[src/common/zx_cfg.svh]
`ifndef ZX_CFG_SVH
`define ZX_CFG_SVH

// bus widths
`define ZX_ADDR_W 16
`define ZX_DATA_W 8
`define ZX_PAGE_W 8

// extended ports live at xxAF, high byte picks the register
`define ZX_XPORT_LO   8'hAF
`define ZX_SYSCONF_HI 8'h00
`define ZX_MEMCONF_HI 8'h21
`define ZX_PAGE0_HI   8'h10

// legacy ports
`define ZX_P7FFD 16'h7FFD
`define ZX_PFE   8'hFE
`define ZX_PFB   8'hFB

// TR-DOS trap area, high address byte
`define ZX_DOS_HI 8'h3D

`define ZX_SYNC_STAGES 2

// window page reset values
`define ZX_PAGE1_RST 8'h05
`define ZX_PAGE2_RST 8'h02
`define ZX_PAGE3_RST 8'h00

// sysconf bit selecting covox PWM over beeper
`define ZX_COVOX_BIT 4

`endif
[src/common/zx_pkg.sv]
`include "zx_cfg.svh"

package zx_pkg;

	// port address, read either as a full word or as hi/lo bytes
	typedef struct packed {
		logic [`ZX_ADDR_W/2-1:0] hi;
		logic [`ZX_ADDR_W/2-1:0] lo;
	} port_bytes_t;

	typedef union packed {
		// full decode, 7FFD
		logic [`ZX_ADDR_W-1:0] word;
		// xxAF ports, hi selects the register
		port_bytes_t           hl;
	} port_addr_u;

endpackage

[src/common/page_cfg_if.sv]
`timescale 1ns/1ps
`include "zx_cfg.svh"

// memory config from the port registers to the pager
interface page_cfg_if;

	// bit 0 rom128, bit 1 w0_we, bit 3 w0_ram
	logic [`ZX_DATA_W-1:0] memconf;
	logic [`ZX_PAGE_W-1:0] page0;
	logic [`ZX_PAGE_W-1:0] page1;
	logic [`ZX_PAGE_W-1:0] page2;
	logic [`ZX_PAGE_W-1:0] page3;

	modport source (output memconf, page0, page1, page2, page3);

	modport sink (input memconf, page0, page1, page2, page3);

endinterface

[src/common/zbus_if.sv]
`timescale 1ns/1ps
`include "zx_cfg.svh"

// cpu bus after the synchronizer, in fclk domain
interface zbus_if;
	import zx_pkg::*;

	port_addr_u            addr;
	logic [`ZX_DATA_W-1:0] data;
	// single cycle pulses
	logic                  iowr;
	logic                  fetch;
	// levels
	logic                  iord;
	logic                  mreq;

	modport source (
		output addr, data, iowr, iord, fetch, mreq
	);

	modport sink (
		input addr, data, iowr, iord, fetch, mreq
	);

endinterface

[src/hdl/zx_top.sv]
`timescale 1ns/1ps
`include "zx_cfg.svh"

module zx_top (
	input  logic                  fclk,
	input  logic                  rst,
	input  logic                  iorq_n,
	input  logic                  mreq_n,
	input  logic                  m1_n,
	input  logic                  rd_n,
	input  logic                  wr_n,
	input  logic [`ZX_ADDR_W-1:0] a,
	input  logic [`ZX_DATA_W-1:0] d_in,
	output logic [`ZX_DATA_W-1:0] d_out,
	output logic                  d_out_en,
	output logic [`ZX_PAGE_W-1:0] page,
	output logic                  romnram,
	output logic                  rw_en,
	output logic                  dos,
	output logic                  beep
);

	logic [`ZX_DATA_W-1:0] sysconf;
	logic [`ZX_DATA_W-1:0] covox;
	logic                  beeper;
	logic                  dos_on, dos_off;

	zbus_if     u_bus ();
	page_cfg_if u_cfg ();

	////////////////////
	// cpu side
	////////////////////

	zsignals u_zsignals (
		.fclk   (fclk),
		.rst    (rst),
		.iorq_n (iorq_n),
		.mreq_n (mreq_n),
		.m1_n   (m1_n),
		.rd_n   (rd_n),
		.wr_n   (wr_n),
		.a      (a),
		.d_in   (d_in),
		.bus    (u_bus.source)
	);

	zports u_zports (
		.fclk     (fclk),
		.rst      (rst),
		.bus      (u_bus.sink),
		.cfg      (u_cfg.source),
		.d_out    (d_out),
		.d_out_en (d_out_en),
		.sysconf  (sysconf),
		.beeper   (beeper),
		.covox    (covox)
	);

	////////////////////
	// memory and dos
	////////////////////

	pager u_pager (
		.fclk    (fclk),
		.rst     (rst),
		.bus     (u_bus.sink),
		.cfg     (u_cfg.sink),
		.dos     (dos),
		.page    (page),
		.romnram (romnram),
		.rw_en   (rw_en),
		.dos_on  (dos_on),
		.dos_off (dos_off)
	);

	zdos u_zdos (
		.fclk    (fclk),
		.rst     (rst),
		.dos_on  (dos_on),
		.dos_off (dos_off),
		.dos     (dos)
	);

	// beeper or covox
	sound u_sound (
		.fclk    (fclk),
		.rst     (rst),
		.beeper  (beeper),
		.covox   (covox),
		.sysconf (sysconf),
		.beep    (beep)
	);

endmodule

[src/hdl/sound.sv]
`timescale 1ns/1ps
`include "zx_cfg.svh"

module sound (
	input  logic                  fclk,
	input  logic                  rst,
	input  logic                  beeper,
	input  logic [`ZX_DATA_W-1:0] covox,
	input  logic [`ZX_DATA_W-1:0] sysconf,
	output logic                  beep
);

	// pwm period is 256 fclk
	logic [7:0] pwm_cnt;

	always_ff @(posedge fclk) begin
		if (rst)
			pwm_cnt <= '0;
		else
			pwm_cnt <= pwm_cnt + 8'd1;
	end

	// covox duty equals its value out of 256
	always_ff @(posedge fclk) begin
		if (rst)
			beep <= 1'b0;
		else if (sysconf[`ZX_COVOX_BIT])
			beep <= pwm_cnt < covox;
		else
			beep <= beeper;
	end

endmodule

[src/hdl/zdos.sv]
`timescale 1ns/1ps

module zdos (
	input  logic fclk,
	input  logic rst,
	input  logic dos_on,
	input  logic dos_off,
	output logic dos
);

	// set wins over clear
	always_ff @(posedge fclk) begin
		if (rst)
			dos <= 1'b0;
		else if (dos_on)
			dos <= 1'b1;
		else if (dos_off)
			dos <= 1'b0;
	end

	// pager cannot see one fetch both inside and outside window 0
	a_dos_excl: assert property (@(posedge fclk) disable iff (rst)
		!(dos_on && dos_off));

endmodule

[src/pager/pager.sv]
`timescale 1ns/1ps
`include "zx_cfg.svh"

module pager (
	input  logic                  fclk,
	input  logic                  rst,
	zbus_if.sink                  bus,
	page_cfg_if.sink              cfg,
	input  logic                  dos,
	output logic [`ZX_PAGE_W-1:0] page,
	output logic                  romnram,
	output logic                  rw_en,
	output logic                  dos_on,
	output logic                  dos_off
);
	import zx_pkg::*;

	port_addr_u addr;
	logic [1:0] win;
	logic       rom128, w0_we, w0_ram;
	logic       w0_rom;

	assign addr   = bus.addr;
	assign win    = addr.word[`ZX_ADDR_W-1 -: 2];
	assign rom128 = cfg.memconf[0];
	assign w0_we  = cfg.memconf[1];
	assign w0_ram = cfg.memconf[3];
	assign w0_rom = (win == 2'd0) && !w0_ram;

	////////////////////
	// window mapping
	////////////////////

	// mapping is held between memory cycles
	always_ff @(posedge fclk) begin
		if (rst) begin
			page    <= '0;
			romnram <= 1'b0;
			rw_en   <= 1'b0;
		end else if (bus.mreq) begin
			case (win)
				2'd0: begin
					// rom low bits come from dos and 7FFD
					page    <= w0_ram ? cfg.page0 : {cfg.page0[7:2], ~dos, rom128};
					romnram <= ~w0_ram;
					rw_en   <= w0_ram | w0_we;
				end
				2'd1: {page, romnram, rw_en} <= {cfg.page1, 1'b0, 1'b1};
				2'd2: {page, romnram, rw_en} <= {cfg.page2, 1'b0, 1'b1};
				default: {page, romnram, rw_en} <= {cfg.page3, 1'b0, 1'b1};
			endcase
		end
	end

	// dos entry on 3Dxx fetch from basic48 rom
	always_ff @(posedge fclk) begin
		if (rst) begin
			dos_on  <= 1'b0;
			dos_off <= 1'b0;
		end else begin
			dos_on  <= bus.fetch && w0_rom && rom128 && (addr.hl.hi == `ZX_DOS_HI);
			dos_off <= bus.fetch && (win != 2'd0);
		end
	end

endmodule

[src/ports/zports.sv]
`timescale 1ns/1ps
`include "zx_cfg.svh"

module zports (
	input  logic                  fclk,
	input  logic                  rst,
	zbus_if.sink                  bus,
	page_cfg_if.source            cfg,
	output logic [`ZX_DATA_W-1:0] d_out,
	output logic                  d_out_en,
	output logic [`ZX_DATA_W-1:0] sysconf,
	output logic                  beeper,
	output logic [`ZX_DATA_W-1:0] covox
);
	import zx_pkg::*;

	localparam logic [7:0] PAGE0_HI = `ZX_PAGE0_HI;

	port_addr_u            port;
	logic [`ZX_DATA_W-1:0] memconf;
	logic [`ZX_PAGE_W-1:0] page_q [4];
	logic [7:0]            page_off;
	logic [1:0]            page_idx;
	logic                  is_xport;
	logic                  sel_sys, sel_mem, sel_page;
	logic [`ZX_DATA_W-1:0] rd_val;

	////////////////////
	// port decode
	////////////////////

	assign port     = bus.addr;
	assign is_xport = port.hl.lo == `ZX_XPORT_LO;
	assign page_off = port.hl.hi - PAGE0_HI;
	assign page_idx = page_off[1:0];

	assign sel_sys  = is_xport && (port.hl.hi == `ZX_SYSCONF_HI);
	assign sel_mem  = is_xport && (port.hl.hi == `ZX_MEMCONF_HI);
	// 10AF..13AF
	assign sel_page = is_xport && (page_off < 8'd4);

	////////////////////
	// registers
	////////////////////

	always_ff @(posedge fclk) begin
		if (rst) begin
			sysconf   <= '0;
			memconf   <= '0;
			page_q[0] <= '0;
			page_q[1] <= `ZX_PAGE1_RST;
			page_q[2] <= `ZX_PAGE2_RST;
			page_q[3] <= `ZX_PAGE3_RST;
			beeper    <= 1'b0;
			covox     <= '0;
		end else if (bus.iowr) begin
			if (sel_sys)
				sysconf <= bus.data;
			if (sel_mem)
				memconf <= bus.data;
			if (sel_page)
				page_q[page_idx] <= bus.data;
			// 128K paging, ram page low bits and rom select
			if (port.word == `ZX_P7FFD) begin
				page_q[3][2:0] <= bus.data[2:0];
				memconf[0]     <= bus.data[4];
			end
			if (port.hl.lo == `ZX_PFE)
				beeper <= bus.data[4];
			if (port.hl.lo == `ZX_PFB)
				covox <= bus.data;
		end
	end

	always_comb begin
		rd_val = page_q[page_idx];
		if (sel_sys)
			rd_val = sysconf;
		else if (sel_mem)
			rd_val = memconf;
	end

	// readback, only for known extended ports
	always_ff @(posedge fclk) begin
		if (rst)
			d_out_en <= 1'b0;
		else
			d_out_en <= bus.iord & (sel_sys | sel_mem | sel_page);
	end

	always_ff @(posedge fclk)
		d_out <= rd_val;

	assign cfg.memconf = memconf;
	assign cfg.page0   = page_q[0];
	assign cfg.page1   = page_q[1];
	assign cfg.page2   = page_q[2];
	assign cfg.page3   = page_q[3];

	a_dout_after_iord: assert property (@(posedge fclk) disable iff (rst)
		d_out_en |-> $past(bus.iord));

endmodule

[src/hdl/zsignals.sv]
`timescale 1ns/1ps
`include "zx_cfg.svh"

module zsignals (
	input  logic                  fclk,
	input  logic                  rst,
	input  logic                  iorq_n,
	input  logic                  mreq_n,
	input  logic                  m1_n,
	input  logic                  rd_n,
	input  logic                  wr_n,
	input  logic [`ZX_ADDR_W-1:0] a,
	input  logic [`ZX_DATA_W-1:0] d_in,
	zbus_if.source                bus
);
	import zx_pkg::*;

	localparam int SYNC_W = 5 + `ZX_ADDR_W + `ZX_DATA_W;

	logic [SYNC_W-1:0]     sync_q [`ZX_SYNC_STAGES];
	logic                  iorq_s, mreq_s, m1_s, rd_s, wr_s;
	port_addr_u            a_s;
	logic [`ZX_DATA_W-1:0] d_s;
	logic                  io_wr_c, io_rd_c, fetch_c;
	logic                  io_wr_d, fetch_d;

	////////////////////
	// synchronizer
	////////////////////

	// strobes enter as active high so reset means idle
	always_ff @(posedge fclk) begin
		if (rst) begin
			for (int i = 0; i < `ZX_SYNC_STAGES; i++)
				sync_q[i] <= '0;
		end else begin
			sync_q[0] <= {~iorq_n, ~mreq_n, ~m1_n, ~rd_n, ~wr_n, a, d_in};
			for (int i = 1; i < `ZX_SYNC_STAGES; i++)
				sync_q[i] <= sync_q[i-1];
		end
	end

	assign {iorq_s, mreq_s, m1_s, rd_s, wr_s, a_s, d_s} = sync_q[`ZX_SYNC_STAGES-1];

	// no i/o during M1, that is int acknowledge
	assign io_wr_c = iorq_s & wr_s & ~m1_s;
	assign io_rd_c = iorq_s & rd_s & ~m1_s;
	assign fetch_c = mreq_s & m1_s & rd_s;

	////////////////////
	// strobe edges
	////////////////////

	always_ff @(posedge fclk) begin
		if (rst) begin
			io_wr_d   <= 1'b0;
			fetch_d   <= 1'b0;
			bus.iowr  <= 1'b0;
			bus.fetch <= 1'b0;
			bus.iord  <= 1'b0;
			bus.mreq  <= 1'b0;
		end else begin
			io_wr_d   <= io_wr_c;
			fetch_d   <= fetch_c;
			bus.iowr  <= io_wr_c & ~io_wr_d;
			bus.fetch <= fetch_c & ~fetch_d;
			bus.iord  <= io_rd_c;
			bus.mreq  <= mreq_s;
		end
	end

	assign bus.addr = a_s;
	assign bus.data = d_s;

	a_wr_fetch_excl: assert property (@(posedge fclk) disable iff (rst)
		!(bus.iowr && bus.fetch));

endmodule

[config.mk]
export PLATFORM = sky130hd
export DESIGN_NAME = zx_top
export DESIGN_NICKNAME = d
export VERILOG_FILES = /design/src/common/zx_pkg.sv /design/src/common/page_cfg_if.sv /design/src/common/zbus_if.sv /design/src/hdl/zx_top.sv /design/src/hdl/sound.sv /design/src/hdl/zdos.sv /design/src/pager/pager.sv /design/src/ports/zports.sv /design/src/hdl/zsignals.sv
export VERILOG_INCLUDE_DIRS = /design/src /design/src/common
export SDC_FILE = /design/constraint.sdc
export NUM_CORES = 1
export LEC_CHECK = 0
export BUFFER_PORTS_ARGS = -buffer_cell sky130_fd_sc_hd__buf_4
export CORE_UTILIZATION = 25
export CTS_CLUSTER_DIAMETER = 30
export DETAILED_ROUTE_END_ITERATION = 10
export PLACE_DENSITY = 0.49
export SLEW_MARGIN = 25
export SYNTH_ARGS = -nofsm -noshare
export SYNTH_HDL_FRONTEND = slang
export SYNTH_SLANG_ARGS = --single-unit
[constraint.sdc]
create_clock -name fclk -period 5.6 [get_ports fclk]
set_input_delay 1.12 -clock fclk [delete_from_list [all_inputs] [get_ports fclk]]
set_output_delay 1.12 -clock fclk [all_outputs]
set_load 0.03 [all_outputs]
==> run metrics, run 1 <==
Synth area leaders=dfxtp_1 (42%), edfxtp_1 (17%), mux2i_1 (7.0%), nor2b_1 (6.3%), mux4_2 (6.3%); sequential area share after synthesis=0.5850; cell count after placement=813; total chip power=0.002408 W; final setup TNS=0 ps; Die Span Y=153.6 um; routed len/inst=14.64 um; # nets final=586; CP bufs+invs=0; crit-path max cell delay=760 ps; hold crit path type=flip-flop to flip-flop; postcts setup bufs=0; final worst setup slack=2792 ps; unrepaired setup endpoints after global routing=no; met2 Use GR=0.1760; crit end category=flip-flop; GRT busiest layer=met2; Final Hold Violating Endpoints=0; worst r2r src=u_zsignals.sync_q[0][51]$_SDFF_PP0_; Crit path depth=5; Hold Buf Count CTS=0; maximum vdd ir drop=0.0002184 V; worst-case clock buffer depth=2; clock sink count=152; Max Fclk=356.1 MHz; Reg clk slew, reported paths=60 ps; Synth async-reset ratio=0; final-report setup violation count=0; fillers=2294; Syn Inst Count=502; slowest CP cell=o21ai_0; first-pass detailed-route iteration total=5; largest net degree at the start of global routing=74; num ports=52; dominant cell type by area after synthesis=dfxtp_1; fraction of layout cells with a size suffix above 1=0.1929; crit-path cells=nand4bb_1, nor2_1, nand3_1, o21ai_0, nand2b_1; Hold Path End=u_zsignals.bus.fetch$_SDFF_PP0_; GRT Util Overall=0.1105; Synth cell types=48; initial antenna violation count=0; critical path launch point type=flip-flop; skew final=7.575 ps; Post-synth top flop=dfxtp_1; global route overflow=0; vias post-DR=3680; # H-tree levels=4; reg2reg end=u_zports.page_q[3][2]$_DFFE_PP_; number of global-route vias before repair=3687; Synth-to-Final Area Change=21.65%; clk_lat worst skew=420 ps; Mapped Avg Cell Area=11.45 sq um; Core Region=22570 sq um; first-pass GRT wire length=19760 um; Hold Slack=376.6 ps; GP Congestion=0.8053; dpl hpwl=8792 um; Setup CP Type=flip-flop to flip-flop; FP Rows=55; worst hold stages=1; Synth Warn #=0; status=complete, no violations; count of final max-slew check failures=0; Cell Count, Final, Fillers Out=845; Reg2Reg Depth=5; Pwr Density=344.3 nW/um^2; post-CTS sizing=0; Root Buffer=clkbuf_16; Tmin final=2808 ps; critical path arrival=2930 ps; Pleak=2.794 nW; r2r setup slk=2790 ps; Die X-Extent=153.6 um; DRC viols=0; global routing usage on met1=0.1346; post-DR vias/cell=4.355; HP Start=u_zsignals.fetch_d$_SDFF_PP0_; CP top delay family=simple AND/OR/NAND/NOR gates; Buffers on Ports=51; number of CTS-inserted buffers=17; Setup WS pre-CTS=2646 ps; Synth Register Bits=152; area of the die=23610 sq um; relative slew slack=0.4853; Post-DRT Antenna Nets=0; drt first-iter violations=236; Initial Utilization=0.2547; Critical Path RT=5720 ps; # Max-Cap Violations=0; syn_nets=541; Tightest Pin Transition=764.0 ps; routed wire length=12370 um; CP Max Fanout=12; period utilization=0.5015; CTS tree=done; GR Util met3=0.03213; post-synth top area share=0.4178; Mapped Area=5749 sq um; # diodes=0; number of synthesized flops with an enable pin=32
## worst max path at each step
stage	start	end	slack, ps
floorplan	rst	u_zports.page_q[3][0]$_DFFE_PP_	3180
global placement	rst	u_zports.page_q[3][0]$_DFFE_PP_	2770
detailed placement	rst	u_zports.page_q[3][2]$_DFFE_PP_	2650
finish	u_zsignals.sync_q[0][51]$_SDFF_PP0_	u_zports.page_q[3][2]$_DFFE_PP_	2790
CTS	u_zsignals.sync_q[0][51]$_SDFF_PP0_	u_zports.page_q[3][2]$_DFFE_PP_	2800
global route	u_zsignals.sync_q[0][51]$_SDFF_PP0_	u_zports.page_q[3][2]$_DFFE_PP_	2580
## cell families (layout without fill, tap and decap cells)
| family | count (synthesis) | count (layout) | share of synthesized area |
|---|---|---|---|
| compound gates | 27 | 27 | 0.02981 |
| mux | 57 | 57 | 0.1343 |
| xor+xnor | 6 | 6 | 0.009140 |
| flops | 152 | 152 | 0.5850 |
| fa+ha+maj | 8 | 8 | 0.01741 |
| simple gates | 209 | 209 | 0.1946 |
| buf+inv | 43 | 101 | 0.02982 |
## where the power goes
part	total, W	switching (W)	internal, W	leakage, nW
Combinational	0.000106	0.0000537	0.0000525	1.18
Sequential	0.00117	0.0000230	0.00115	1.32
Clock	0.00113	0.000447	0.000683	0.296
Total	0.00241	0.000524	0.00188	2.79
## stage by stage
stage,utilization,area (sq um)
after floorplan,-,5749
after global placement,0.2832,6392
after detailed placement,0.2832,6392
after CTS,0.3099,6994
after global routing,0.3099,6994
final,0.3099,6994
## layout make-up
class	instances	area, sq um	area share
sequential	152	3363	0.4809
multi-input combinational	307	2215	0.3166
clock buffer	22	496.7	0.07102
timing repair buffer	53	397.9	0.05689
tap	285	356.6	0.05098
clock inverter	10	105.1	0.01503
inverter	16	60.06	0.008587
## routing by layer
| metal | routed length (um) | up-vias |
|---|---|---|
| li1 | - | 1815 |
| met4 | 410 | 0 |
| met2 | 5804 | 89 |
| met5 | 0 | - |
| met3 | 511 | 29 |
| met1 | 5642 | 1747 |
## cells in the final DEF (no fill, tap or decap), drive strengths merged, types with 8 or more instances in the layout
master and count:
inv 19, dfxtp 120, buf 53, nor2 82, nor2b 58, nand3 8, nand2 16, edfxtp 32
mux2i 40, and2 9, ha 8, clkbuf 22, mux4 16, a21oi 12
## worst reg2reg max path: stages (launching register included)
cell and delay [ps]:
dfxtp_1 530, nand4bb_1 310, nor2_1 220, nand3_1 400, o21ai_0 760, nand2b_1 270
## synthesized netlist by cell type (3+ instances only)
library cell and number:
nand2b_1 3, xor2_1 4, nor2b_1 58, ha_1 8
mux4_2 16, and2_1 9, a21oi_1 11, nand2_1 16
nor2_1 80, nor3_1 5, inv_1 16, or3_1 3
dfxtp_1 120, mux2i_1 40, clkbuf_1 21, nand4_1 5
nand3_1 8, edfxtp_1 32, and3_1 4, buf_1 3
o21ai_0 4
## sequential cells by signal, indices dropped and copies added (netlist names), 8 cells and up
name / cells
u_zports.d_out: 8
u_zsignals.sync_q: 58
u_pager.page: 8
u_zports.cfg.memconf: 8
u_sound.pwm_cnt: 8
u_zports.page_q: 32
u_zports.covox: 8
u_zports.sysconf: 8
(Power assumes the default switching activity.)
==> inputs of run 2 (changes only) <==
--- a/config.mk
+++ b/config.mk
@@ -6,6 +6,7 @@
 export SDC_FILE = /design/constraint.sdc
 export NUM_CORES = 1
 export LEC_CHECK = 0
+export ABC_AREA = 1
 export BUFFER_PORTS_ARGS = -buffer_cell sky130_fd_sc_hd__buf_4
 export CORE_UTILIZATION = 25
 export CTS_CLUSTER_DIAMETER = 30
==> constraint.sdc (replaced) <==
create_clock -name fclk -period 2.9 [get_ports fclk]
set_input_delay 0.58 -clock fclk [delete_from_list [all_inputs] [get_ports fclk]]
set_output_delay 0.58 -clock fclk [all_outputs]
set_load 0.03 [all_outputs]
==> run 2 against run 1 <==
- wire length rose by 17%
- hold slack got worse by 81 ps
- fmax rose by 43%
- critical endpoint is now u_zports.d_out[2]$_DFF_P_
- cell count rose by 36%
- global-route usage rose by 1.6 points
- die area rose by 4.7%
- critical path depth rose by 4
- via count rose by 29%
- largest cell class unchanged
- sequential share of layout area fell by 2.1 points
- final area rose by 4.7%
- first-iteration DRC count rose by 18%
- largest power group unchanged
- highest routed layer unchanged
==> run metrics, run 2 <==
Tightest Pin Transition=917.5 ps (was 764.0 ps); total chip power=0.004659 W (was 0.002408 W); Final Hold Violating Endpoints=0 (unchanged); Synth-to-Final Area Change=21.57% (was 21.65%); relative slew slack=0.3883 (was 0.4853); Reg clk slew, reported paths=60 ps (about the same); fraction of layout cells with a size suffix above 1=0.1193 (was 0.1929); drt first-iter violations=278 (was 236); post-CTS sizing=0 (unchanged); Buffers on Ports=51 (unchanged); Post-DRT Antenna Nets=0 (unchanged); multi-input logic area=2118 sq um (was 2215 sq um); Synth area leaders=dfxtp_1 (40%), edfxtp_1 (16%), nand2_1 (12%), nor2_1 (8.5%), inv_1 (6.9%) (was dfxtp_1 (42%), edfxtp_1 (17%), mux2i_1 (7.0%), nor2b_1 (6.3%), mux4_2 (6.3%)); Post-Synth Adder-Cell Area=0.01662 (was 0.01741); Root Buffer=clkbuf_16 (unchanged); clk_lat worst skew=420 ps (about the same); num ports=52 (unchanged); clock sink count=152 (unchanged); dominant cell type by area after synthesis=dfxtp_1 (unchanged); Setup CP Type=flip-flop to flip-flop (unchanged); initial antenna violation count=0 (unchanged); fraction of the mapped netlist area in compound gates=0.05070 (was 0.02982); # nets final=857 (was 586); syn_nets=804 (was 541); fillers=2548 (was 2294); Initial Utilization=0.2558 (was 0.2547); area of the die=24710 sq um (was 23610 sq um); GP Congestion=0.8424 (was 0.8053); postcts setup bufs=0 (unchanged); maximum vdd ir drop=0.0003521 V (was 0.0002184 V); worst-case clock buffer depth=2 (unchanged); final setup TNS=0 ps (unchanged); CP Max Fanout=32 (was 12); mux contribution to synthesized area=0 (was 0.1343); Synth Warn #=0 (unchanged); Pwr Density=636.4 nW/um^2 (was 344.3 nW/um^2); number of synthesized flops with an enable pin=32 (unchanged); status=complete, no violations (unchanged); routed len/inst=12.56 um (was 14.64 um); Largest Register=u_zsignals.sync_q (unchanged); Clock Power Share=0.456 (was 0.469); post-synth top area share=0.3989 (was 0.4178); top flop regs=u_zsignals.sync_q (58), u_zports.page_q (32) (unchanged); Hold Slack=295.9 ps (was 376.6 ps); register area=3363 sq um (unchanged); Post-synth top flop=dfxtp_1 (unchanged); Synth Register Bits=152 (unchanged); number of CTS-inserted buffers=17 (unchanged); Tmin final=1967 ps (was 2808 ps); Mapped Area=6022 sq um (was 5749 sq um); Reg power frac=0.487 (about the same); most frequent cells after synthesis=nand2_1 (191), nor2_1 (136), dfxtp_1 (120) (was dfxtp_1 (120), nor2_1 (80), nor2b_1 (58)); Die X-Extent=157.2 um (was 153.6 um); critical path arrival=2320 ps (was 2930 ps); crit end category=flip-flop (unchanged); # Max-Cap Violations=0 (unchanged); CTS tree=done (unchanged); most frequent cells in the layout=nand2_1 (191), nor2_1 (136), dfxtp_1 (120) (was dfxtp_1 (120), nor2_1 (80), nor2b_1 (58)); final-report setup violation count=0 (unchanged); critical path launch point type=flip-flop (unchanged); XOR/XNOR share of the synthesized area=0.001454 (was 0.009140); first-pass GRT wire length=23500 um (was 19760 um); Die Span Y=157.2 um (was 153.6 um); Synth async-reset ratio=0 (unchanged); largest family of logic cells by synthesized area=simple AND/OR/NAND/NOR gates (unchanged); dpl hpwl=10210 um (was 8792 um); FP Rows=56 (was 55); NetSw=0.001082 W (was 0.0005239 W); largest net degree at the start of global routing=88 (was 74); switch share=0.2322 (was 0.2176); unrepaired setup endpoints after global routing=no (unchanged); Syn Inst Count=765 (was 502); post-DR vias/cell=4.135 (was 4.355); global route overflow=0 (unchanged); DRC viols=0 (unchanged); first-pass detailed-route iteration total=7 (was 5); Comb power frac=0.057 (was 0.044); vias post-DR=4751 (was 3680); number of global-route vias before repair=4537 (was 3687); r2r setup slk=930 ps (was 2790 ps); period utilization=0.6782 (was 0.5015); # H-tree levels=4 (unchanged); # diodes=0 (unchanged); Hold Buf Count CTS=0 (unchanged); hold crit path type=input pin to flip-flop (was flip-flop to flip-flop); skew final=6.302 ps (was 7.575 ps); leading cell type in the layout, fill and taps excluded=nand2_1 (was dfxtp_1); Pleak=3.185 nW (was 2.794 nW); Max Fclk=508.4 MHz (was 356.1 MHz); Simple-Gate Fraction of Synth Area=0.2830 (was 0.1946); max reg flops=58 (unchanged); routed wire length=14430 um (was 12370 um); Mapped Avg Cell Area=7.872 sq um (was 11.45 sq um); sequential area share after synthesis=0.5585 (was 0.5850); Synth cell types=29 (was 48); count of final max-slew check failures=0 (unchanged); GRT Util Overall=0.1262 (was 0.1105); Int Power=0.003577 W (was 0.001884 W); Critical Path RT=3260 ps (was 5720 ps); cell with the most instances after synthesis=nand2_1 (was dfxtp_1); Core Region=23540 sq um (was 22570 sq um)
[run 2: routing by layer]
layer	track usage	vias up	wire (um)
met2	0.2004	121	6419
met1	0.1643	2116	7056
met4	0.03930	0	125
met5	0	-	0
li1	-	2502	-
met3	0.03634	12	826
[run 2: through the flow]
step / std cells / setup slack (ps) / util / instance area, sq um
detailed placement: 1118 / 792.6 / 0.2869 / 6755
finish: 1149 / 933.1 / 0.3110 / 7321
global placement: 1118 / 854.4 / 0.2869 / 6755
global route: 1149 / 682.1 / 0.3110 / 7321
CTS: 1149 / 910.0 / 0.3110 / 7321
floorplan: 765 / 1170 / - / 6022
[run 2: worst paths after layout]
kind	from	to	cells past startpoint
hold reg to reg	u_zsignals.io_wr_d$_SDFF_PP0_	u_zsignals.bus.iowr$_SDFF_PP0_	1
setup reg to reg	u_zsignals.sync_q[0][40]$_SDFF_PP0_	u_zports.d_out[2]$_DFF_P_	9
setup / recovery	u_zsignals.sync_q[0][40]$_SDFF_PP0_	u_zports.d_out[2]$_DFF_P_	9
hold / removal	iorq_n	u_zsignals.sync_q[0][28]$_SDFF_PP0_	2
[run 2: logic make-up (layout without fill, tap and decap cells)]
family | count (synthesis) | after routing
AOI/OAI and AO/OA | 59 | 59
xor gates and xnor gates | 1 | 1
adders and majority gates | 8 | 8
buffers and inverters | 139 | 204
DFF | 152 | 152
and+or+nand+nor | 406 | 406
[run 2: layout make-up]
type                            count  share of cell area
Multi-Input combinational cell    474              0.2894
Clock buffer                       22             0.06495
Clock inverter                      9             0.01231
Inverter                          113             0.05794
Sequential cell                   152              0.4594
Tap cell                          319             0.05452
Timing Repair Buffer               60             0.06153
[run 2: critical path: stages (launching register included)]
cell,delay (ps)
dfxtp_1,320
nand2_1,90
inv_1,80
nand2_1,60
nor2_2,110
buf_4,330
nand3_1,130
nor2_1,530
nand2_1,110
nand2_1,130
[run 2: power groups by stage]
stage,Combinational (W),Sequential [W],Clock (W)
finish,0.000265,0.00227,0.00213
global route,0.000298,0.00228,0.00227
CTS,0.000269,0.00227,0.00217
detailed placement,0.000268,0.00232,0
global placement,0.000266,0.00232,0
floorplan,0.000144,0.00232,0
==> inputs of run 3 (changes only) <==
--- a/config.mk
+++ b/config.mk
@@ -6,12 +6,12 @@
 export SDC_FILE = /design/constraint.sdc
 export NUM_CORES = 1
 export LEC_CHECK = 0
-export ABC_AREA = 1
+export ABC_AREA = 0
 export BUFFER_PORTS_ARGS = -buffer_cell sky130_fd_sc_hd__buf_4
 export CORE_UTILIZATION = 25
 export CTS_CLUSTER_DIAMETER = 30
 export DETAILED_ROUTE_END_ITERATION = 10
-export PLACE_DENSITY = 0.49
+export PLACE_DENSITY = 0.51
 export SLEW_MARGIN = 25
 export SYNTH_ARGS = -nofsm -noshare
 export SYNTH_HDL_FRONTEND = slang
==> constraint.sdc (replaced) <==
create_clock -name fclk -period 1.7 [get_ports fclk]
set_input_delay 0.34 -clock fclk [delete_from_list [all_inputs] [get_ports fclk]]
set_output_delay 0.34 -clock fclk [all_outputs]
set_load 0.03 [all_outputs]
==> run 3 against run 2 <==
- highest routed layer unchanged
- count of clock-buffer cells in the layout grew 2
- sequential cell count unchanged
- critical path type unchanged
- final area increased by 2.9%
- the run now ends with negative setup slack left
- largest cell class unchanged
==> run metrics, run 3 (same netlist as run 1, synthesis figures left out) <==
status=finished, violations left (was complete, no violations); failing checks=negative setup slack; Pwr Density=1049 nW/um^2 (was 636.4 nW/um^2); CP bufs+invs=0 (was 2); area of the die=23610 sq um (was 24710 sq um); skew final=11.54 ps (was 6.302 ps); Synth-to-Final Area Change=31.06% (was 21.57%); global route overflow=0 (unchanged); num ports=52 (unchanged); maximum vdd ir drop=0.0006176 V (was 0.0003521 V); Reg clk slew, reported paths=60 ps (about the same); clock sink count=152 (unchanged); worst hold stages=2 (unchanged); # Max-Cap Violations=0 (unchanged); period utilization=1.255 (was 0.6782); Largest Register=u_zsignals.sync_q (unchanged); critical path launch point type=flip-flop (unchanged); initial antenna violation count=0 (unchanged); GRT Util Overall=0.1153 (was 0.1262); GP Congestion=0.7903 (was 0.8424); critical path arrival=2290 ps (was 2320 ps); crit end category=flip-flop (unchanged); CP top delay family=simple AND/OR/NAND/NOR gates (unchanged); crit-path max cell delay=550 ps (was 530 ps); DRC viols=0 (unchanged); Hold Path End=u_zsignals.sync_q[0][25]$_SDFF_PP0_ (was u_zsignals.sync_q[0][28]$_SDFF_PP0_); # H-tree levels=4 (unchanged); Core Region=22570 sq um (was 23540 sq um); largest net degree at the start of global routing=67 (was 88); Max Fclk=468.7 MHz (was 508.4 MHz); Critical Path RT=1860 ps (was 3260 ps); slowest CP cell=or4_4 (was nor2_1); routed wire length=12890 um (was 14430 um); Initial Utilization=0.2547 (was 0.2558); vias post-DR=3793 (was 4751); Tightest Pin Transition=432.9 ps (was 917.5 ps); fraction of layout cells with a size suffix above 1=0.2940 (was 0.1193); CP Max Fanout=5 (was 32); FP Rows=55 (was 56); final worst setup slack=-433.6 ps (was 933.1 ps); final setup TNS=-25810 ps (was 0 ps); Die X-Extent=153.6 um (was 157.2 um); post-DR vias/cell=4.276 (was 4.135); Tmin final=2134 ps (was 1967 ps); drt first-iter violations=170 (was 278); Reg2Reg Depth=5 (was 9); total chip power=0.007903 W (was 0.004659 W); HP Start=rd_n (was iorq_n); hold crit path type=input pin to flip-flop (unchanged); relative slew slack=0.7092 (was 0.3883); Buffers on Ports=51 (unchanged); Root Buffer=clkbuf_16 (unchanged); reg2reg end=u_zports.page_q[1][2]$_SDFFCE_PN1P_ (was u_zports.d_out[2]$_DFF_P_); max reg flops=58 (unchanged); Pleak=3.030 nW (was 3.185 nW); # nets final=628 (was 857); routed len/inst=14.53 um (was 12.56 um); most frequent cells in the layout=dfxtp_1 (119), buf_4 (84), nor2_1 (73) (was nand2_1 (191), nor2_1 (136), dfxtp_1 (120)); number of global-route vias before repair=3960 (was 4537); crit-path cells=or4_4, nor3_4, nand3_2, or3b_4, or3_1 (was nand2_1, inv_1, nand2_1, nor2_2, buf_4, nand3_1, nor2_1, nand2_1, nand2_1); clk_lat worst skew=420 ps (about the same); top flop regs=u_zsignals.sync_q (58), u_zports.page_q (32) (unchanged); first-pass GRT wire length=20760 um (was 23500 um); first-pass detailed-route iteration total=4 (was 7); final-report setup violation count=91 (was 0); Final Hold Violating Endpoints=0 (unchanged); Setup CP Type=flip-flop to flip-flop (unchanged); number of CTS-inserted buffers=17 (unchanged); Die Span Y=153.6 um (was 157.2 um); count of final max-slew check failures=0 (unchanged); unrepaired setup endpoints after global routing=yes (was no); worst-case clock buffer depth=2 (unchanged); # diodes=0 (unchanged); r2r setup slk=-430 ps (was 930 ps); leading cell type in the layout, fill and taps excluded=dfxtp_1 (was nand2_1); Hold Buf Count CTS=0 (unchanged); dpl hpwl=9112 um (was 10210 um); worst r2r src=u_zsignals.sync_q[0][41]$_SDFF_PP0_ (was u_zsignals.sync_q[0][40]$_SDFF_PP0_); Post-DRT Antenna Nets=0 (unchanged); CTS tree=done (unchanged)
## run 3: cell type report
cell class | count | area, sq um
inverter | 16 | 60.06
multi-input combinational | 307 | 2382
timing repair buffer | 95 | 789.5
clock buffer | 24 | 524.3
clock inverter | 8 | 57.56
sequential | 152 | 3364
fill | 2284 | 15040
tap | 285 | 356.6
## run 3: worst max path at each step
| stage | startpoint | to | cells past startpoint |
|---|---|---|---|
| finish | u_zsignals.sync_q[0][41]$_SDFF_PP0_ | u_zports.page_q[1][2]$_SDFFCE_PN1P_ | 5 |
| global route | u_zsignals.sync_q[0][41]$_SDFF_PP0_ | u_zports.page_q[1][2]$_SDFFCE_PN1P_ | 5 |
| CTS | u_zsignals.sync_q[0][41]$_SDFF_PP0_ | u_zports.page_q[1][0]$_SDFFCE_PN1P_ | 5 |
| detailed placement | u_zsignals.sync_q[0][41]$_SDFF_PP0_ | u_zports.page_q[1][2]$_SDFFCE_PN1P_ | 5 |
| global placement | u_zsignals.sync_q[0][41]$_SDFF_PP0_ | u_zports.page_q[1][0]$_SDFFCE_PN1P_ | 5 |
| floorplan | u_zsignals.sync_q[0][41]$_SDFF_PP0_ | u_zports.page_q[1][0]$_SDFFCE_PN1P_ | 6 |
## run 3: timing repair
action	in CTS	in global routing
setup endpoints to repair	91	91
pin swaps	6	3
resized for setup	26	10
buffers inserted	7	1
## run 3: per-stage QoR
| step | instance area [sq um] | cells | setup slack [ps] | hold slack, ps | util |
|---|---|---|---|---|---|
| 2_1_floorplan | 5859 | 502 | -422.0 | 367.4 | - |
| 3_3_place_gp | 6756 | 847 | -438.6 | 376.0 | 0.2993 |
| 3_5_place_dp | 6756 | 847 | -511.3 | 377.4 | 0.2993 |
| 4_1_cts | 7491 | 886 | -407.2 | 45.41 | 0.3319 |
| 5_1_grt | 7535 | 887 | -478.6 | 50.56 | 0.3338 |
| 6_report | 7535 | 887 | -433.6 | 64.28 | 0.3338 |
## run 3: power by group
part           switching (W)  total (W)  internal (W)
Combinational       0.000218   0.000435      0.000217
Clock                0.00146    0.00363       0.00216
Sequential         0.0000581    0.00384       0.00378
## run 3: metal layers
metal  vias up  global-route usage  wire length, um
li1       1898                   -                -
met1      1813              0.1380             5637
met2        71              0.1968             6569
met3        11             0.03410              546
met4         0             0.03857              135
met5         -                   0                0
